===== src/hdl/bf16_settings.svh =====
`ifndef BF16_SETTINGS_SVH
`define BF16_SETTINGS_SVH

// bfloat16 encoding constants

// exponent bias of the encoded exponent field
`define BF16_EXP_BIAS 127

// largest encoded exponent a finite result may carry
`define BF16_MAX_EXP 254

// mantissa written out on saturation
`define BF16_SAT_MANTISSA 7'h7f

// result queue sizing

// default entry count of the output FIFO, any value of 2 or more works
`define BF16_QUEUE_DEPTH 4

`endif


===== src/hdl/bf16_pkg.sv =====
package bf16_pkg;

	// one bfloat16 value as it appears on the ports
	typedef struct packed {
		logic       sign;
		logic [7:0] exp;
		logic [6:0] mantissa;
	} bf16_t;

	// encoded exponent field
	typedef logic [7:0] bf16_exp_t;

	// significand with the hidden one in bit 7
	typedef logic [7:0] bf16_sig_t;

	// full product of two significands
	typedef logic [15:0] bf16_prod_t;

	// unbiased working exponent inside the core
	// 10 bits signed covers -127 up to 384 after the normalize step
	typedef logic signed [9:0] bf16_wide_exp_t;

endpackage


===== src/hdl/bf16_operand_unpack.sv =====
`timescale 1ns/1ps

module bf16_operand_unpack
	import bf16_pkg::*;
(
	input  logic      clk,
	input  logic      rst_n,

	// operand port
	input  logic      in_valid,
	output logic      in_ready,
	input  bf16_t     in_a,
	input  bf16_t     in_b,

	// unpacked stage towards the core
	output logic      up_valid,
	input  logic      up_ready,
	output logic      up_sign,
	output bf16_sig_t up_sig_a,
	output bf16_sig_t up_sig_b,
	output bf16_exp_t up_exp_a,
	output bf16_exp_t up_exp_b,
	output logic      up_zero
);

	logic load;

	// stage takes a new pair when empty or when its pair leaves now
	assign in_ready = !up_valid || up_ready;
	assign load     = in_valid && in_ready;

	always_ff @(posedge clk or negedge rst_n)
	begin
		if (!rst_n)
		begin
			up_valid <= 1'b0;
		end
		else if (in_ready)
		begin
			up_valid <= in_valid;
		end
	end

	// operand fields, loaded only on an accepted pair
	always_ff @(posedge clk)
	begin
		if (load)
		begin
			// result sign is fixed here already
			up_sign  <= in_a.sign ^ in_b.sign;

			// hidden one in front of the stored bits
			up_sig_a <= {1'b1, in_a.mantissa};
			up_sig_b <= {1'b1, in_b.mantissa};

			up_exp_a <= in_a.exp;
			up_exp_b <= in_b.exp;

			// exponent 0 means zero, denormals flushed
			up_zero  <= (in_a.exp == 8'd0) || (in_b.exp == 8'd0);
		end
	end

endmodule


===== src/hdl/bf16_mul_core.sv =====
`timescale 1ns/1ps
`include "bf16_settings.svh"

module bf16_mul_core
	import bf16_pkg::*;
(
	input  logic      clk,
	input  logic      rst_n,

	// unpacked operands from the input side
	input  logic      up_valid,
	output logic      up_ready,
	input  logic      up_sign,
	input  bf16_sig_t up_sig_a,
	input  bf16_sig_t up_sig_b,
	input  bf16_exp_t up_exp_a,
	input  bf16_exp_t up_exp_b,
	input  logic      up_zero,

	// finished result towards the queue
	output logic      core_valid,
	input  logic      core_ready,
	output bf16_t     core_result
);

	localparam bf16_wide_exp_t EXP_BIAS  = bf16_wide_exp_t'(`BF16_EXP_BIAS);
	localparam bf16_wide_exp_t SAT_LIMIT = bf16_wide_exp_t'(`BF16_MAX_EXP + 1);
	localparam bf16_exp_t      MAX_EXP   = bf16_exp_t'(`BF16_MAX_EXP);

	// stage 1 state
	logic           s1_valid;
	logic           s1_ready;
	logic           s1_sign;
	bf16_prod_t     s1_prod;
	bf16_wide_exp_t s1_exp;
	bf16_wide_exp_t s1_exp_next;

	// stage 2 state and its next value
	logic           s2_valid;
	bf16_prod_t     norm_prod;
	bf16_wide_exp_t norm_exp;
	bf16_t          s2_result_next;

	// a stage moves when empty or when the next one takes its item
	assign s1_ready = !s2_valid || core_ready;
	assign up_ready = !s1_valid || s1_ready;

	// both exponents carry the bias, so one bias is removed
	assign s1_exp_next = bf16_wide_exp_t'({2'b00, up_exp_a})
		+ bf16_wide_exp_t'({2'b00, up_exp_b})
		- EXP_BIAS;

	// stage 1 multiply
	always_ff @(posedge clk or negedge rst_n)
	begin
		if (!rst_n)
		begin
			s1_valid <= 1'b0;
		end
		else if (up_ready)
		begin
			s1_valid <= up_valid;
		end
	end

	always_ff @(posedge clk)
	begin
		if (up_valid && up_ready)
		begin
			s1_sign <= up_sign;
			if (up_zero)
			begin
				// exponent 0 sends it down the flush path in stage 2
				s1_prod <= '0;
				s1_exp  <= '0;
			end
			else
			begin
				s1_prod <= up_sig_a * up_sig_b;
				s1_exp  <= s1_exp_next;
			end
		end
	end

	// stage 2 normalize and clamp
	always_comb
	begin
		// product of two 1.x values lies in [1, 4)
		if (s1_prod[15])
		begin
			norm_prod = s1_prod >> 1;
			norm_exp  = s1_exp + 10'sd1;
		end
		else
		begin
			norm_prod = s1_prod;
			norm_exp  = s1_exp;
		end

		s2_result_next.sign = s1_sign;

		if (norm_exp <= 10'sd0)
		begin
			// underflow or zero operand
			s2_result_next.exp      = 8'd0;
			s2_result_next.mantissa = 7'd0;
		end
		else if (norm_exp >= SAT_LIMIT)
		begin
			// no infinity, clamp to the largest finite value
			s2_result_next.exp      = MAX_EXP;
			s2_result_next.mantissa = `BF16_SAT_MANTISSA;
		end
		else
		begin
			// leading one sits in bit 14, the low bits are truncated
			s2_result_next.exp      = norm_exp[7:0];
			s2_result_next.mantissa = norm_prod[13:7];
		end
	end

	always_ff @(posedge clk or negedge rst_n)
	begin
		if (!rst_n)
		begin
			s2_valid <= 1'b0;
		end
		else if (s1_ready)
		begin
			s2_valid <= s1_valid;
		end
	end

	always_ff @(posedge clk)
	begin
		if (s1_valid && s1_ready)
		begin
			core_result <= s2_result_next;
		end
	end

	assign core_valid = s2_valid;

endmodule


===== src/hdl/bf16_result_queue.sv =====
`timescale 1ns/1ps
`include "bf16_settings.svh"

module bf16_result_queue
	import bf16_pkg::*;
#(
	parameter int DEPTH = `BF16_QUEUE_DEPTH
)
(
	input  logic  clk,
	input  logic  rst_n,

	// write side from the core
	input  logic  core_valid,
	output logic  core_ready,
	input  bf16_t core_result,

	// read side to the consumer
	output logic  out_valid,
	input  logic  out_ready,
	output bf16_t out_result
);

	localparam int PTR_W = $clog2(DEPTH);
	localparam int CNT_W = $clog2(DEPTH + 1);

	bf16_t            mem [DEPTH];
	logic [PTR_W-1:0] wr_ptr;
	logic [PTR_W-1:0] rd_ptr;
	logic [CNT_W-1:0] count;
	logic             push;
	logic             pop;

	// wraps at DEPTH, so depths that are not a power of two work too
	function automatic logic [PTR_W-1:0] next_ptr(input logic [PTR_W-1:0] ptr);
		if (ptr == PTR_W'(DEPTH - 1))
		begin
			return '0;
		end
		return ptr + 1'b1;
	endfunction

	assign core_ready = (count != CNT_W'(DEPTH));
	assign out_valid  = (count != '0);
	assign push       = core_valid && core_ready;
	assign pop        = out_valid && out_ready;

	// oldest entry always sits at the read pointer
	assign out_result = mem[rd_ptr];

	always_ff @(posedge clk)
	begin
		if (push)
		begin
			mem[wr_ptr] <= core_result;
		end
	end

	always_ff @(posedge clk or negedge rst_n)
	begin
		if (!rst_n)
		begin
			wr_ptr <= '0;
			rd_ptr <= '0;
			count  <= '0;
		end
		else
		begin
			if (push)
			begin
				wr_ptr <= next_ptr(wr_ptr);
			end
			if (pop)
			begin
				rd_ptr <= next_ptr(rd_ptr);
			end

			// simultaneous push and pop leaves the count alone
			case ({push, pop})
				2'b10:   count <= count + 1'b1;
				2'b01:   count <= count - 1'b1;
				default: count <= count;
			endcase
		end
	end

endmodule


===== src/hdl/bf16_mul_unit.sv =====
`timescale 1ns/1ps
`include "bf16_settings.svh"

module bf16_mul_unit
	import bf16_pkg::*;
(
	input  logic  clk,
	input  logic  rst_n,

	// operand pairs in
	input  logic  in_valid,
	output logic  in_ready,
	input  bf16_t in_a,
	input  bf16_t in_b,

	// products out
	output logic  out_valid,
	input  logic  out_ready,
	output bf16_t out_result
);

	// unpack to core
	logic      up_valid;
	logic      up_ready;
	logic      up_sign;
	bf16_sig_t up_sig_a;
	bf16_sig_t up_sig_b;
	bf16_exp_t up_exp_a;
	bf16_exp_t up_exp_b;
	logic      up_zero;

	// core to queue
	logic      core_valid;
	logic      core_ready;
	bf16_t     core_result;

	bf16_operand_unpack unpack_i (
		.clk      (clk),
		.rst_n    (rst_n),
		.in_valid (in_valid),
		.in_ready (in_ready),
		.in_a     (in_a),
		.in_b     (in_b),
		.up_valid (up_valid),
		.up_ready (up_ready),
		.up_sign  (up_sign),
		.up_sig_a (up_sig_a),
		.up_sig_b (up_sig_b),
		.up_exp_a (up_exp_a),
		.up_exp_b (up_exp_b),
		.up_zero  (up_zero)
	);

	// two pipeline stages, multiply then normalize
	bf16_mul_core core_i (
		.clk         (clk),
		.rst_n       (rst_n),
		.up_valid    (up_valid),
		.up_ready    (up_ready),
		.up_sign     (up_sign),
		.up_sig_a    (up_sig_a),
		.up_sig_b    (up_sig_b),
		.up_exp_a    (up_exp_a),
		.up_exp_b    (up_exp_b),
		.up_zero     (up_zero),
		.core_valid  (core_valid),
		.core_ready  (core_ready),
		.core_result (core_result)
	);

	bf16_result_queue #(
		.DEPTH (`BF16_QUEUE_DEPTH)
	) queue_i (
		.clk         (clk),
		.rst_n       (rst_n),
		.core_valid  (core_valid),
		.core_ready  (core_ready),
		.core_result (core_result),
		.out_valid   (out_valid),
		.out_ready   (out_ready),
		.out_result  (out_result)
	);

endmodule


===== config.mk =====
export PLATFORM = sky130hd
export DESIGN_NAME = bf16_mul_unit
export DESIGN_NICKNAME = d
export VERILOG_FILES = /design/src/hdl/bf16_pkg.sv /design/src/hdl/bf16_operand_unpack.sv /design/src/hdl/bf16_mul_core.sv /design/src/hdl/bf16_result_queue.sv /design/src/hdl/bf16_mul_unit.sv
export VERILOG_INCLUDE_DIRS = /design/src /design/src/hdl
export SDC_FILE = /design/constraint.sdc
export NUM_CORES = 1
export LEC_CHECK = 0
export BUFFER_PORTS_ARGS = -buffer_cell sky130_fd_sc_hd__buf_2
export CAP_MARGIN = 20
export CORE_UTILIZATION = 57
export DETAILED_ROUTE_END_ITERATION = 10
export PLACE_DENSITY = 0.74
export SYNTH_ARGS = -nofsm -noshare
export SYNTH_HDL_FRONTEND = slang
export SYNTH_SLANG_ARGS = --single-unit

===== constraint.sdc =====
create_clock -name clk -period 6.4 [get_ports clk]
set_input_delay 0.32 -clock clk [delete_from_list [all_inputs] [get_ports clk]]
set_output_delay 0.32 -clock clk [all_outputs]
set_load 0.01 [all_outputs]

==> results of run 1 <==
-- Yosys cell counts (10+ instances only) --
| cell | number |
|---|---|
| sky130_fd_sc_hd__o21ai_0 | 11 |
| sky130_fd_sc_hd__and2_1 | 32 |
| sky130_fd_sc_hd__inv_1 | 62 |
| sky130_fd_sc_hd__edfxtp_1 | 132 |
| sky130_fd_sc_hd__mux4_2 | 16 |
| sky130_fd_sc_hd__nor2_1 | 31 |
| sky130_fd_sc_hd__nor3_1 | 10 |
| sky130_fd_sc_hd__nand2_1 | 30 |
| sky130_fd_sc_hd__fa_1 | 37 |
| sky130_fd_sc_hd__dfrtp_1 | 10 |
| sky130_fd_sc_hd__xor2_1 | 19 |
| sky130_fd_sc_hd__a21oi_1 | 23 |
| sky130_fd_sc_hd__ha_1 | 48 |
-- layer usage --
metal | global-route usage, % | vias to the layer above | part of all wire (%)
met5 | 0 | - | 0
met3 | 5.23 | 15 | 3.2
met2 | 34.7 | 95 | 53
met4 | 9.14 | 0 | 1.5
li1 | - | 2276 | -
met1 | 22.7 | 2243 | 42
-- area by class of cell --
type	count	share of cell area [%]
Timing Repair Buffer	57	3.52
Inverter	62	2.58
Sequential cell	142	46.7
Multi-Input combinational cell	374	37.8
Clock buffer	18	4.76
Tap cell	176	2.44
Clock inverter	14	2.12
-- repair_timing --
item | in CTS | in global routing
resized for setup | 0 | 0
hold endpoints to repair | 10 | 0
buffers inserted | 0 | 0
hold buffers | 1 | 0
-- metrics by stage --
step	hold WS (ns)	instance area [um^2]	instances	setup WS, ns	util [%]
global route	0.0453	9020	843	0.748	67.3
detailed placement	0.198	8360	809	1.09	62.4
floorplan	0.0244	7920	592	1.61	-
finish	0.0652	9020	843	0.986	67.3
global placement	0.189	8360	809	1.25	62.4
CTS	0.0371	8990	842	1.04	67.1
-- worst paths after layout --
kind / startpoint / to
setup / recovery: unpack_i.up_sig_b[6] / core_i.s1_prod[12]
hold / removal: in_b[0] / unpack_i.up_sig_b[0]
setup reg to reg: unpack_i.up_sig_b[6] / core_i.s1_prod[12]
hold reg to reg: core_i.s1_sign / core_i.core_result[15]
max in group asynchronous: rst_n / core_i.core_valid
min in group asynchronous: rst_n / queue_i.rd_ptr[0]
-- state kept, by name (all words and copies together), names as in the netlist --
name,cells
core_i.s1_prod,9
queue_i.count,3
unpack_i.up_exp_a,8
unpack_i.up_zero,1
queue_i.wr_ptr,2
unpack_i.up_valid,1
unpack_i.up_sig_b,7
queue_i.rd_ptr,2
core_i.s1_valid,1
core_i.s1_sign,1
unpack_i.up_exp_b,8
unpack_i.up_sign,1
core_i.core_valid,1
queue_i.mem,64
core_i.s1_exp,10
core_i.core_result,16
unpack_i.up_sig_a,7
-- where the power goes --
group | switching [mW] | internal, mW
combinational | 0.719 | 0.621
clock | 0.371 | 0.652
sequential | 0.179 | 1.38
total | 1.27 | 2.65
-- worst max-delay path, cell delays in order (launching register included) --
cell and delay [ns]:
sky130_fd_sc_hd__edfxtp_1 0.52, sky130_fd_sc_hd__and2_1 0.21, sky130_fd_sc_hd__fa_1 0.51, sky130_fd_sc_hd__inv_1 0.06, sky130_fd_sc_hd__fa_1 0.54, sky130_fd_sc_hd__inv_1 0.06, sky130_fd_sc_hd__fa_1 0.53, sky130_fd_sc_hd__inv_1 0.05
sky130_fd_sc_hd__fa_1 0.53, sky130_fd_sc_hd__inv_1 0.05, sky130_fd_sc_hd__ha_1 0.35, sky130_fd_sc_hd__a21oi_1 0.18, sky130_fd_sc_hd__o22ai_1 0.11, sky130_fd_sc_hd__o311ai_0 0.82, sky130_fd_sc_hd__a21boi_0 0.31, sky130_fd_sc_hd__nor3_1 0.23
sky130_fd_sc_hd__nor3_1 0.07
-- kinds of logic after synthesis --
logic type	after synthesis	synth area share, %
AO/OA/AOI/OAI	70	5.80
XOR/XNOR	27	2.98
buffers and inverters	76	3.74
flip-flops	142	53.2
adder cells (fa/ha/maj)	85	16.9
multiplexers	28	6.11
AND/OR/NAND/NOR	164	11.3
-- placed cells by master, fill, tap and decap left out, types with 3 or more instances in the layout --
cell,synthesis,routed
sky130_fd_sc_hd__nor2b_1,6,6
sky130_fd_sc_hd__bufinv_16,0,4
sky130_fd_sc_hd__a31oi_1,5,5
sky130_fd_sc_hd__clkbuf_16,0,17
sky130_fd_sc_hd__buf_2,3,53
sky130_fd_sc_hd__inv_1,62,62
sky130_fd_sc_hd__mux4_2,16,16
sky130_fd_sc_hd__and2_1,32,32
sky130_fd_sc_hd__ha_1,48,48
sky130_fd_sc_hd__xnor2_1,8,8
sky130_fd_sc_hd__o21ai_0,11,11
sky130_fd_sc_hd__nand2b_1,6,6
sky130_fd_sc_hd__nand2_1,30,30
sky130_fd_sc_hd__o311ai_0,3,3
sky130_fd_sc_hd__fa_1,37,37
sky130_fd_sc_hd__nor3b_1,5,5
sky130_fd_sc_hd__or3_1,3,3
sky130_fd_sc_hd__nor2_1,31,31
sky130_fd_sc_hd__dfrtp_1,10,10
sky130_fd_sc_hd__a211oi_1,3,3
sky130_fd_sc_hd__xor2_1,19,19
sky130_fd_sc_hd__mux2i_1,9,9
sky130_fd_sc_hd__nand4_1,8,8
sky130_fd_sc_hd__nor4_1,7,7
sky130_fd_sc_hd__nand3_1,6,6
sky130_fd_sc_hd__mux2_2,3,3
sky130_fd_sc_hd__a21oi_1,23,23
sky130_fd_sc_hd__clkinvlp_4,0,3
sky130_fd_sc_hd__edfxtp_1,132,132
sky130_fd_sc_hd__and3_1,9,9
sky130_fd_sc_hd__nor3_1,10,10
sky130_fd_sc_hd__a21o_1,6,6
==> impl_metrics.xml, run 1 <==
<?xml version="1.0" encoding="UTF-8"?>
<metrics>
  <group name="floorplan">
    <metric name="chipHeight" unit="um">120</metric>
    <metric name="start_util" unit="%">59.1</metric>
    <metric name="die_area" unit="um^2">14400</metric>
    <metric name="coreArea" unit="um^2">13400</metric>
    <metric name="die_outline_width" unit="um">120</metric>
    <metric name="ios" unit="">54</metric>
    <metric name="floorplan.rows" unit="">42</metric>
  </group>
  <group name="grt">
    <metric name="grt_remaining_overflow" unit="">0</metric>
    <metric name="globalRouteTotalUtil" unit="%">19.9</metric>
    <metric name="first_pass_grt_wire_length" unit="um">21500</metric>
    <metric name="grt_antenna_before_repair" unit="">0</metric>
    <metric name="via_count_of_the_first_global_routing_pass" unit="">4725</metric>
    <metric name="maximum_number_of_pins_on_one_net_before_global_route_repair" unit="">33</metric>
  </group>
  <group name="timing">
    <metric name="worst_clock_skew" unit="ns">0.0163</metric>
    <metric name="final_count_of_hold_timing_violations" unit="">0</metric>
    <metric name="fin_crit" unit="ns">5.41</metric>
    <metric name="final-max-slew-violation-count" unit="">0</metric>
    <metric name="max_slew.worst_pin.slew" unit="ns">0.973</metric>
    <metric name="setup_repair_after_global_routing_missed_its_margin" unit="">false</metric>
    <metric name="setup_viol" unit="">0</metric>
    <metric name="maxSlewHeadroom" unit="%">34.3</metric>
    <metric name="clock.fmax" unit="GHz">0.185</metric>
    <metric name="final.setup.tns" unit="ns">0</metric>
    <metric name="min_period_over_period" unit="%">84.6</metric>
  </group>
  <group name="finish">
    <metric name="n_fill_cell" unit="">954</metric>
    <metric name="area_occupied_by_multi_input_gates" unit="um^2">3410</metric>
    <metric name="diodes" unit="">0</metric>
    <metric name="layout-drive-gt1-share" unit="%">16.9</metric>
    <metric name="area_growth_syn_to_layout" unit="%">13.8</metric>
    <metric name="regArea" unit="um^2">4210</metric>
    <metric name="fin_nets" unit="">775</metric>
  </group>
  <group name="placement">
    <metric name="numPortBuffers" unit="">53</metric>
    <metric name="routabilityCongestion" unit="">0.894</metric>
    <metric name="dp.final_hpwl" unit="um">9600</metric>
  </group>
  <group name="worst_setup_path">
    <metric name="ff2ff_path_depth" unit="">16</metric>
    <metric name="timing.critical_path.fanout_max" unit="">8</metric>
    <metric name="setup.reg_to_reg.worst_slack" unit="ns">0.99</metric>
    <metric name="worst-endpoint-required" unit="ns">6.54</metric>
    <metric name="startpoint_type" unit="">flip-flop</metric>
    <metric name="worstSetupPathType" unit="">reg -&gt; reg</metric>
    <metric name="crit_end_element" unit="">flip-flop</metric>
    <metric name="cp.arrival" unit="ns">5.56</metric>
  </group>
  <group name="synth">
    <metric name="synth-edff-count" unit="">132</metric>
    <metric name="netlist_area" unit="um^2">7920</metric>
    <metric name="synth_seq_cells" unit="">142</metric>
    <metric name="synth-main-ff-cell" unit="">sky130_fd_sc_hd__edfxtp_1</metric>
    <metric name="synth_top_cells_by_area" unit="">sky130_fd_sc_hd__edfxtp_1, sky130_fd_sc_hd__fa_1, sky130_fd_sc_hd__ha_1</metric>
    <metric name="yosysTopAreaCellShare" unit="%">50.0</metric>
    <metric name="ys_async_sr_fraction" unit="%">7.04</metric>
    <metric name="syn-instance-count" unit="">592</metric>
    <metric name="synth_warnings" unit="">0</metric>
    <metric name="synth_sequential_area_ratio" unit="%">53.2</metric>
    <metric name="synthesis.nets" unit="">713</metric>
    <metric name="yosysTopAreaCell" unit="">sky130_fd_sc_hd__edfxtp_1</metric>
    <metric name="yosysUniqueCellTypes" unit="">56</metric>
    <metric name="synthesis.area_per_instance" unit="um^2">13.4</metric>
  </group>
  <group name="clocking">
    <metric name="tritoncts_clock_tree" unit="">yes</metric>
    <metric name="clk_path_buf_depth" unit="">2</metric>
    <metric name="cts.clk_slew.worst_paths" unit="ns">0.06</metric>
    <metric name="cts.sinks" unit="">142</metric>
    <metric name="htreeDepth" unit="">4</metric>
    <metric name="cts_made_buffers" unit="">17</metric>
    <metric name="clock_latency_on_the_worst_skew_pair" unit="ns">0.42</metric>
    <metric name="cts_root_buf" unit="">sky130_fd_sc_hd__clkbuf_16</metric>
  </group>
  <group name="hold_path">
    <metric name="hold_crit_path_type" unit="">in -&gt; reg</metric>
    <metric name="timing.hold.worst_path_depth" unit="">1</metric>
  </group>
  <group name="pwr">
    <metric name="power.static_leakage" unit="nW">3.67</metric>
    <metric name="totalPowerFinal" unit="mW">3.92</metric>
    <metric name="ir_worst_vdd" unit="uV">186</metric>
    <metric name="powerDensity" unit="nW/um^2">435</metric>
  </group>
  <group name="detailed_routing">
    <metric name="avgRoutedWirePerCell" unit="um">15.2</metric>
    <metric name="routed-via-count" unit="">4629</metric>
    <metric name="dr.first_iter.drc_count" unit="">163</metric>
    <metric name="routed_wirelength" unit="um">12800</metric>
    <metric name="drt_pre_antenna_iters" unit="">4</metric>
    <metric name="antenna_violating_nets_post_route" unit="">0</metric>
    <metric name="drc_errors" unit="">0</metric>
    <metric name="via_per_inst" unit="">5.49</metric>
  </group>
  <group name="outcome">
    <metric name="outcome" unit="">completed</metric>
  </group>
  <group name="job">
    <metric name="max-cap-violations" unit="">0</metric>
  </group>
</metrics>
Note: power is estimated with default switching activity, not from simulation.
==> inputs of run 2 (changes only) <==
Settings changed: ABC_AREA set to 1.
Clock period 6.4 ns to 5 ns, I/O delays scaled along.
==> run 2 against run 1 <==
Worst setup slack got worse by 0.44 ns. Power increased by 32%. Cell area increased by 4.8%. Non-clock buffer count increased by 13. Via count increased by 23%. Die area increased by 4.7%. Flip-flop and latch count unchanged. Critical path type unchanged. Critical endpoint unchanged.
==> impl_metrics.xml, run 2 <==
<?xml version="1.0" encoding="UTF-8"?>
<metrics>
  <group name="outcome">
    <metric name="outcome" unit="">completed</metric>
  </group>
  <group name="placement">
    <metric name="numPortBuffers" unit="">53</metric>
    <metric name="dp.final_hpwl" unit="um">10000</metric>
    <metric name="routabilityCongestion" unit="">0.890</metric>
    <metric name="postPlaceCellArea" unit="um^2">8730</metric>
  </group>
  <group name="clocking">
    <metric name="cts_made_buffers" unit="">17</metric>
    <metric name="cts-hold-fix-buffers" unit="">15</metric>
    <metric name="tritoncts_clock_tree" unit="">yes</metric>
    <metric name="clk_path_buf_depth" unit="">2</metric>
    <metric name="htreeDepth" unit="">4</metric>
    <metric name="cts_root_buf" unit="">sky130_fd_sc_hd__clkbuf_16</metric>
    <metric name="post-cts-setup-buffer-count" unit="">0</metric>
    <metric name="cts.clk_slew.worst_paths" unit="ns">0.06</metric>
    <metric name="post_cts.resized_instances" unit="">0</metric>
    <metric name="clock_latency_on_the_worst_skew_pair" unit="ns">0.42</metric>
    <metric name="cts.sinks" unit="">142</metric>
  </group>
  <group name="pwr">
    <metric name="share_seq_of_total_power" unit="%">38.0</metric>
    <metric name="share_clk_of_total_power" unit="%">23.1</metric>
    <metric name="switching_power_total" unit="mW">2.01</metric>
    <metric name="power.share.switching" unit="%">38.7</metric>
    <metric name="totalPowerFinal" unit="mW">5.19</metric>
    <metric name="powerDensity" unit="nW/um^2">549</metric>
    <metric name="p_int" unit="mW">3.18</metric>
    <metric name="proportion_of_power_drawn_by_combinational_gates" unit="%">38.9</metric>
    <metric name="power.static_leakage" unit="nW">4.43</metric>
    <metric name="ir_worst_vdd" unit="uV">258</metric>
  </group>
  <group name="synth">
    <metric name="yosys.area_share.simple" unit="%">16.4</metric>
    <metric name="yosysTopAreaCellShare" unit="%">47.7</metric>
    <metric name="synthesis.nets" unit="">962</metric>
    <metric name="synthesis.area_per_instance" unit="um^2">9.87</metric>
    <metric name="synth_most_common_cell" unit="">sky130_fd_sc_hd__inv_1</metric>
    <metric name="synth_warnings" unit="">0</metric>
    <metric name="netlist_area" unit="um^2">8300</metric>
    <metric name="synth_top_family_by_area" unit="">simple AND/OR/NAND/NOR gates</metric>
    <metric name="synth-edff-count" unit="">132</metric>
    <metric name="yosys.area_share.xor_xnor" unit="%">0.633</metric>
    <metric name="synth_common_cells" unit="">sky130_fd_sc_hd__inv_1, sky130_fd_sc_hd__nand2_1, sky130_fd_sc_hd__edfxtp_1</metric>
    <metric name="yosysUniqueCellTypes" unit="">34</metric>
    <metric name="multiplexer_area_fraction_after_synthesis" unit="%">0.844</metric>
    <metric name="post_synth_fa_ha_maj_area_fraction" unit="%">16.2</metric>
    <metric name="syn-instance-count" unit="">841</metric>
    <metric name="synth-main-ff-cell" unit="">sky130_fd_sc_hd__edfxtp_1</metric>
    <metric name="synth_sequential_area_ratio" unit="%">50.8</metric>
    <metric name="ys_async_sr_fraction" unit="%">7.04</metric>
    <metric name="synth_top_cells_by_area" unit="">sky130_fd_sc_hd__edfxtp_1, sky130_fd_sc_hd__fa_1, sky130_fd_sc_hd__inv_1</metric>
    <metric name="synth_seq_cells" unit="">142</metric>
    <metric name="yosysTopAreaCell" unit="">sky130_fd_sc_hd__edfxtp_1</metric>
    <metric name="synth-compound-area-share" unit="%">6.57</metric>
  </group>
  <group name="timing">
    <metric name="clock.fmax" unit="GHz">0.224</metric>
    <metric name="final-max-slew-violation-count" unit="">0</metric>
    <metric name="maxSlewHeadroom" unit="%">30.2</metric>
    <metric name="max_slew.worst_pin.slew" unit="ns">1.05</metric>
    <metric name="fin_crit" unit="ns">4.46</metric>
    <metric name="min_period_over_period" unit="%">89.2</metric>
    <metric name="final.setup.tns" unit="ns">0</metric>
    <metric name="setup_repair_after_global_routing_missed_its_margin" unit="">false</metric>
    <metric name="setup_viol" unit="">0</metric>
    <metric name="final_count_of_hold_timing_violations" unit="">0</metric>
    <metric name="worst_clock_skew" unit="ns">0.00654</metric>
  </group>
  <group name="finish">
    <metric name="layout_commonest_cell" unit="">sky130_fd_sc_hd__inv_1</metric>
    <metric name="max_flop_register" unit="">queue_i.mem</metric>
    <metric name="layout-drive-gt1-share" unit="%">11.8</metric>
    <metric name="reg.largest.list" unit="">queue_i.mem (64), core_i.core_result (16), core_i.s1_exp (10)</metric>
    <metric name="largest_reg_flops" unit="">64</metric>
    <metric name="most-common-layout-cells" unit="">sky130_fd_sc_hd__inv_1, sky130_fd_sc_hd__nand2_1, sky130_fd_sc_hd__edfxtp_1, sky130_fd_sc_hd__nor2_1, sky130_fd_sc_hd__buf_2</metric>
    <metric name="fin_nets" unit="">1034</metric>
    <metric name="area_growth_syn_to_layout" unit="%">13.8</metric>
    <metric name="diodes" unit="">0</metric>
    <metric name="final_area" unit="um^2">9450</metric>
  </group>
  <group name="worst_setup_path">
    <metric name="startpoint_type" unit="">flip-flop</metric>
    <metric name="setup.reg_to_reg.worst_slack" unit="ns">0.54</metric>
    <metric name="cp.arrival" unit="ns">4.63</metric>
    <metric name="worstSetupPathType" unit="">reg -&gt; reg</metric>
    <metric name="worst-endpoint-required" unit="ns">5.17</metric>
    <metric name="timing.critical_path.fanout_max" unit="">8</metric>
    <metric name="crit_end_element" unit="">flip-flop</metric>
  </group>
  <group name="detailed_routing">
    <metric name="routed_wirelength" unit="um">14300</metric>
    <metric name="drc_errors" unit="">0</metric>
    <metric name="drt_pre_antenna_iters" unit="">5</metric>
    <metric name="avgRoutedWirePerCell" unit="um">12.9</metric>
    <metric name="via_per_inst" unit="">5.14</metric>
    <metric name="routed-via-count" unit="">5681</metric>
    <metric name="antenna_violating_nets_post_route" unit="">0</metric>
    <metric name="dr.first_iter.drc_count" unit="">312</metric>
  </group>
  <group name="grt">
    <metric name="grt_remaining_overflow" unit="">0</metric>
    <metric name="via_count_of_the_first_global_routing_pass" unit="">5673</metric>
    <metric name="globalRouteTotalUtil" unit="%">21.3</metric>
    <metric name="first_pass_grt_wire_length" unit="um">24600</metric>
    <metric name="maximum_number_of_pins_on_one_net_before_global_route_repair" unit="">36</metric>
    <metric name="grt_antenna_before_repair" unit="">0</metric>
  </group>
  <group name="floorplan">
    <metric name="die_outline_width" unit="um">123</metric>
    <metric name="chipHeight" unit="um">123</metric>
    <metric name="floorplan.rows" unit="">43</metric>
    <metric name="die_area" unit="um^2">15100</metric>
    <metric name="coreArea" unit="um^2">14000</metric>
    <metric name="start_util" unit="%">59.1</metric>
    <metric name="ios" unit="">54</metric>
  </group>
  <group name="hold_path">
    <metric name="hold_crit_path_type" unit="">in -&gt; reg</metric>
  </group>
  <group name="job">
    <metric name="max-cap-violations" unit="">0</metric>
  </group>
</metrics>
## run 2: power groups by stage
stage | clock network (mW) | logic, mW | registers, mW
after floorplan | 0 | 1.58 | 1.88
after global placement | 0 | 1.96 | 1.98
after detailed placement | 0 | 1.99 | 1.99
after CTS | 1.22 | 2.02 | 1.97
after global routing | 1.26 | 2.36 | 2.01
final | 1.20 | 2.02 | 1.97
## run 2: cell families after synthesis
family          Yosys count
flops                   142
buf+inv                 185
mux                       7
simple gates            315
fa+ha+maj                85
compound gates          101
xor+xnor                  6
## run 2: worst paths after layout
kind,cells after the start,from,endpoint
max in group asynchronous,2,rst_n,queue_i.rd_ptr[1]
hold / removal,1,in_a[11],unpack_i.up_exp_a[4]
hold reg to reg,0,unpack_i.up_sign,core_i.s1_sign
setup / recovery,18,unpack_i.up_sig_a[3],core_i.s1_prod[12]
min in group asynchronous,2,rst_n,unpack_i.up_valid
setup reg to reg,18,unpack_i.up_sig_a[3],core_i.s1_prod[12]
## run 2: area by class of cell
class                      count  area, um^2
fill                        1083        4590
sequential                   142        4210
multi-input combinational    514        3380
inverter                     168         631
timing repair buffer          70         433
clock buffer                  18         429
tap                          180         225
clock inverter                14         135
## run 2: per-layer routing
| layer | GRT usage [%] | up-vias | wire, um |
|---|---|---|---|
| li1 | - | 2896 | - |
| met5 | 0 | - | 0 |
| met2 | 37.3 | 127 | 7210 |
| met3 | 4.46 | 24 | 449 |
| met1 | 25.6 | 2634 | 6330 |
| met4 | 8.77 | 0 | 267 |
## run 2: through the flow
stage | hold WS (ns) | instances | utilization, % | setup slack, ns
2_1_floorplan | -0.0456 | 841 | - | 0.810
3_3_place_gp | 0.126 | 1058 | 62.1 | 0.679
3_5_place_dp | 0.125 | 1058 | 62.1 | 0.575
4_1_cts | 0.00343 | 1105 | 67.2 | 0.529
5_1_grt | 0.00381 | 1106 | 67.3 | 0.197
6_report | 0.0179 | 1106 | 67.3 | 0.541
## run 2: worst max-delay path, cell delays in order, from the launching register on
cell and delay, ns:
sky130_fd_sc_hd__edfxtp_1 0.52, sky130_fd_sc_hd__nand2_1 0.12, sky130_fd_sc_hd__inv_1 0.06, sky130_fd_sc_hd__fa_1 0.55, sky130_fd_sc_hd__inv_1 0.06, sky130_fd_sc_hd__fa_1 0.47
sky130_fd_sc_hd__inv_1 0.05, sky130_fd_sc_hd__fa_1 0.52, sky130_fd_sc_hd__inv_1 0.05, sky130_fd_sc_hd__fa_1 0.52, sky130_fd_sc_hd__inv_1 0.04, sky130_fd_sc_hd__ha_1 0.34
sky130_fd_sc_hd__nand2_1 0.08, sky130_fd_sc_hd__inv_1 0.09, sky130_fd_sc_hd__nand3_1 0.07, sky130_fd_sc_hd__nor4_1 0.35, sky130_fd_sc_hd__nor2_1 0.06, sky130_fd_sc_hd__o21ai_0 0.17
sky130_fd_sc_hd__nor2_1 0.06
==> inputs of run 3 (changes only) <==
Settings changed: CORE_MARGIN set to 8.
==> run 3 against run 2 <==
Hold slack improved by 0.0094 ns. Die area increased by 24%. Global-route usage decreased by 3.4 points. Combinational power increased by 3%. Critical path depth unchanged. Worst setup slack improved by 0.043 ns. Sequential power about the same. Flip-flop and latch count unchanged. Cell count increased by 0.27%. Largest power group unchanged.
==> impl_metrics.xml, run 3 (same netlist as run 2, synthesis figures left out) <==
<?xml version="1.0" encoding="UTF-8"?>
<metrics>
  <group name="floorplan">
    <metric name="floorplan.rows" unit="">44</metric>
    <metric name="start_util" unit="%">57.8</metric>
    <metric name="ios" unit="">54</metric>
    <metric name="coreArea" unit="um^2">14400</metric>
    <metric name="die_area" unit="um^2">18700</metric>
    <metric name="die_outline_width" unit="um">137</metric>
    <metric name="chipHeight" unit="um">137</metric>
  </group>
  <group name="clocking">
    <metric name="post_cts.resized_instances" unit="">0</metric>
    <metric name="clock_latency_on_the_worst_skew_pair" unit="ns">0.42</metric>
    <metric name="post-cts-setup-buffer-count" unit="">0</metric>
    <metric name="cts_made_buffers" unit="">17</metric>
    <metric name="cts.sinks" unit="">142</metric>
    <metric name="tritoncts_clock_tree" unit="">yes</metric>
    <metric name="cts-hold-fix-buffers" unit="">12</metric>
    <metric name="cts_root_buf" unit="">sky130_fd_sc_hd__clkbuf_16</metric>
    <metric name="htreeDepth" unit="">4</metric>
    <metric name="clk_path_buf_depth" unit="">2</metric>
    <metric name="cts.clk_slew.worst_paths" unit="ns">0.06</metric>
  </group>
  <group name="timing">
    <metric name="final-max-slew-violation-count" unit="">0</metric>
    <metric name="max_slew.worst_pin.slew" unit="ns">0.972</metric>
    <metric name="min_period_over_period" unit="%">88.3</metric>
    <metric name="final.setup.tns" unit="ns">0</metric>
    <metric name="setup_viol" unit="">0</metric>
    <metric name="setup_repair_after_global_routing_missed_its_margin" unit="">false</metric>
    <metric name="final_count_of_hold_timing_violations" unit="">0</metric>
    <metric name="clock.fmax" unit="GHz">0.226</metric>
    <metric name="setup_ws" unit="ns">0.584</metric>
    <metric name="fin_crit" unit="ns">4.42</metric>
    <metric name="maxSlewHeadroom" unit="%">35.1</metric>
    <metric name="worst_clock_skew" unit="ns">0.0111</metric>
    <metric name="finalHoldWorstSlack" unit="ns">0.0273</metric>
  </group>
  <group name="worst_setup_path">
    <metric name="startpoint_type" unit="">flip-flop</metric>
    <metric name="worstSetupPathType" unit="">reg -&gt; reg</metric>
    <metric name="critical_path.most_common_cell" unit="">sky130_fd_sc_hd__inv_1</metric>
    <metric name="cp.arrival" unit="ns">4.58</metric>
    <metric name="cp_slowest_stage_delay" unit="ns">0.53</metric>
    <metric name="worst-endpoint-required" unit="ns">5.17</metric>
    <metric name="timing.critical_path.fanout_max" unit="">8</metric>
    <metric name="critical_path.cell_chain" unit="">nand2_1, inv_1, fa_1, inv_1, fa_1, inv_1, fa_1, inv_1, fa_1, inv_1, ha_1, nand2_1, inv_1, nand3_1, nor4_1, nor2_1, o21ai_0, nor2_1</metric>
    <metric name="timing.critical_path.slowest_stage_cell" unit="">sky130_fd_sc_hd__edfxtp_1</metric>
    <metric name="crit_end_element" unit="">flip-flop</metric>
  </group>
  <group name="finish">
    <metric name="reg.largest.list" unit="">queue_i.mem (64), core_i.core_result (16), core_i.s1_exp (10)</metric>
    <metric name="largest_reg_flops" unit="">64</metric>
    <metric name="most-common-layout-cells" unit="">sky130_fd_sc_hd__inv_1, sky130_fd_sc_hd__nand2_1, sky130_fd_sc_hd__edfxtp_1, sky130_fd_sc_hd__nor2_1, sky130_fd_sc_hd__buf_2</metric>
    <metric name="diodes" unit="">0</metric>
    <metric name="layout-drive-gt1-share" unit="%">11.8</metric>
    <metric name="max_flop_register" unit="">queue_i.mem</metric>
    <metric name="fin_nets" unit="">1033</metric>
    <metric name="area_growth_syn_to_layout" unit="%">13.9</metric>
    <metric name="layout_commonest_cell" unit="">sky130_fd_sc_hd__inv_1</metric>
  </group>
  <group name="grt">
    <metric name="via_count_of_the_first_global_routing_pass" unit="">5765</metric>
    <metric name="grt_antenna_before_repair" unit="">0</metric>
    <metric name="maximum_number_of_pins_on_one_net_before_global_route_repair" unit="">36</metric>
    <metric name="grt_remaining_overflow" unit="">0</metric>
    <metric name="globalRouteTotalUtil" unit="%">17.9</metric>
    <metric name="first_pass_grt_wire_length" unit="um">26300</metric>
  </group>
  <group name="placement">
    <metric name="preCtsSetupSlack" unit="ns">0.608</metric>
    <metric name="routabilityCongestion" unit="">0.882</metric>
    <metric name="dp.final_hpwl" unit="um">11200</metric>
    <metric name="numPortBuffers" unit="">53</metric>
  </group>
  <group name="pwr">
    <metric name="share_seq_of_total_power" unit="%">36.8</metric>
    <metric name="proportion_of_power_drawn_by_combinational_gates" unit="%">39.7</metric>
    <metric name="share_clk_of_total_power" unit="%">23.4</metric>
    <metric name="power.share.switching" unit="%">38.3</metric>
    <metric name="ir_worst_vdd" unit="uV">261</metric>
    <metric name="power.static_leakage" unit="nW">4.42</metric>
    <metric name="powerDensity" unit="nW/um^2">557</metric>
    <metric name="switching_power_total" unit="mW">2.02</metric>
    <metric name="p_int" unit="mW">3.25</metric>
  </group>
  <group name="detailed_routing">
    <metric name="routed-via-count" unit="">5631</metric>
    <metric name="via_per_inst" unit="">5.08</metric>
    <metric name="drt_pre_antenna_iters" unit="">5</metric>
    <metric name="routed_wirelength" unit="um">15200</metric>
    <metric name="antenna_violating_nets_post_route" unit="">0</metric>
    <metric name="dr.first_iter.drc_count" unit="">322</metric>
    <metric name="avgRoutedWirePerCell" unit="um">13.7</metric>
    <metric name="drc_errors" unit="">0</metric>
  </group>
  <group name="outcome">
    <metric name="outcome" unit="">completed</metric>
  </group>
  <group name="job">
    <metric name="max-cap-violations" unit="">0</metric>
  </group>
  <group name="hold_path">
    <metric name="hold_crit_path_type" unit="">in -&gt; reg</metric>
  </group>
</metrics>
-- run 3: path summary, 6_finish.rpt --
kind                       depth (start not counted)                    to  slack (ns)                  from
setup / recovery                                  18    core_i.s1_prod[12]        0.58  unpack_i.up_sig_b[6]
hold / removal                                     1  unpack_i.up_exp_b[5]        0.03              in_b[12]
setup reg to reg                                  18    core_i.s1_prod[12]        0.58  unpack_i.up_sig_b[6]
hold reg to reg                                    0        core_i.s1_sign        0.42      unpack_i.up_sign
max in group asynchronous                          2     unpack_i.up_valid        4.59                 rst_n
min in group asynchronous                          2      queue_i.count[0]        0.22                 rst_n
-- run 3: power by group through the flow --
| stage | registers (mW) | logic (mW) | clock network [mW] |
|---|---|---|---|
| 6_report | 1.94 | 2.09 | 1.23 |
| 5_1_grt | 1.98 | 2.44 | 1.30 |
| 4_1_cts | 1.95 | 2.12 | 1.25 |
| 3_5_place_dp | 1.97 | 2.09 | 0 |
| 3_3_place_gp | 1.95 | 2.04 | 0 |
| 2_1_floorplan | 1.88 | 1.58 | 0 |
-- run 3: worst max-delay path, delay by kind of cell (launching register included) --
family / cells / cell delay (ns)
adders and majority gates: 5 / 2.42
and+or+nand+nor: 6 / 0.73
DFF: 1 / 0.53
buffers and inverters: 6 / 0.33
AOI/OAI and AO/OA: 1 / 0.14
-- run 3: area by class of cell --
class / instances / area (um^2)
clock buffer: 20 / 447
multi-input combinational: 514 / 3380
tap: 184 / 230
clock inverter: 12 / 135
fill: 1148 / 4910
timing repair buffer: 69 / 418
inverter: 168 / 631
sequential: 142 / 4210
-- run 3: metrics by stage --
| step | util, % | instance area (um^2) | total power [mW] | cells |
|---|---|---|---|---|
| 2_1_floorplan | - | 8300 | 3.46 | 841 |
| 3_3_place_gp | 60.8 | 8740 | 3.99 | 1064 |
| 3_5_place_dp | 60.8 | 8740 | 4.06 | 1064 |
| 4_1_cts | 65.7 | 9450 | 5.32 | 1108 |
| 5_1_grt | 65.8 | 9460 | 5.73 | 1109 |
| 6_report | 65.8 | 9460 | 5.27 | 1109 |
-- run 3: layer usage --
metal  vias to the layer above  GRT usage, %  part of all wire (%)
li1                       2897             -                     -
met1                      2603          21.0                    42
met2                       119          31.3                    52
met3                        12          4.52                   4.8
met4                         0          6.04                   1.0
met5                         -             0                     0
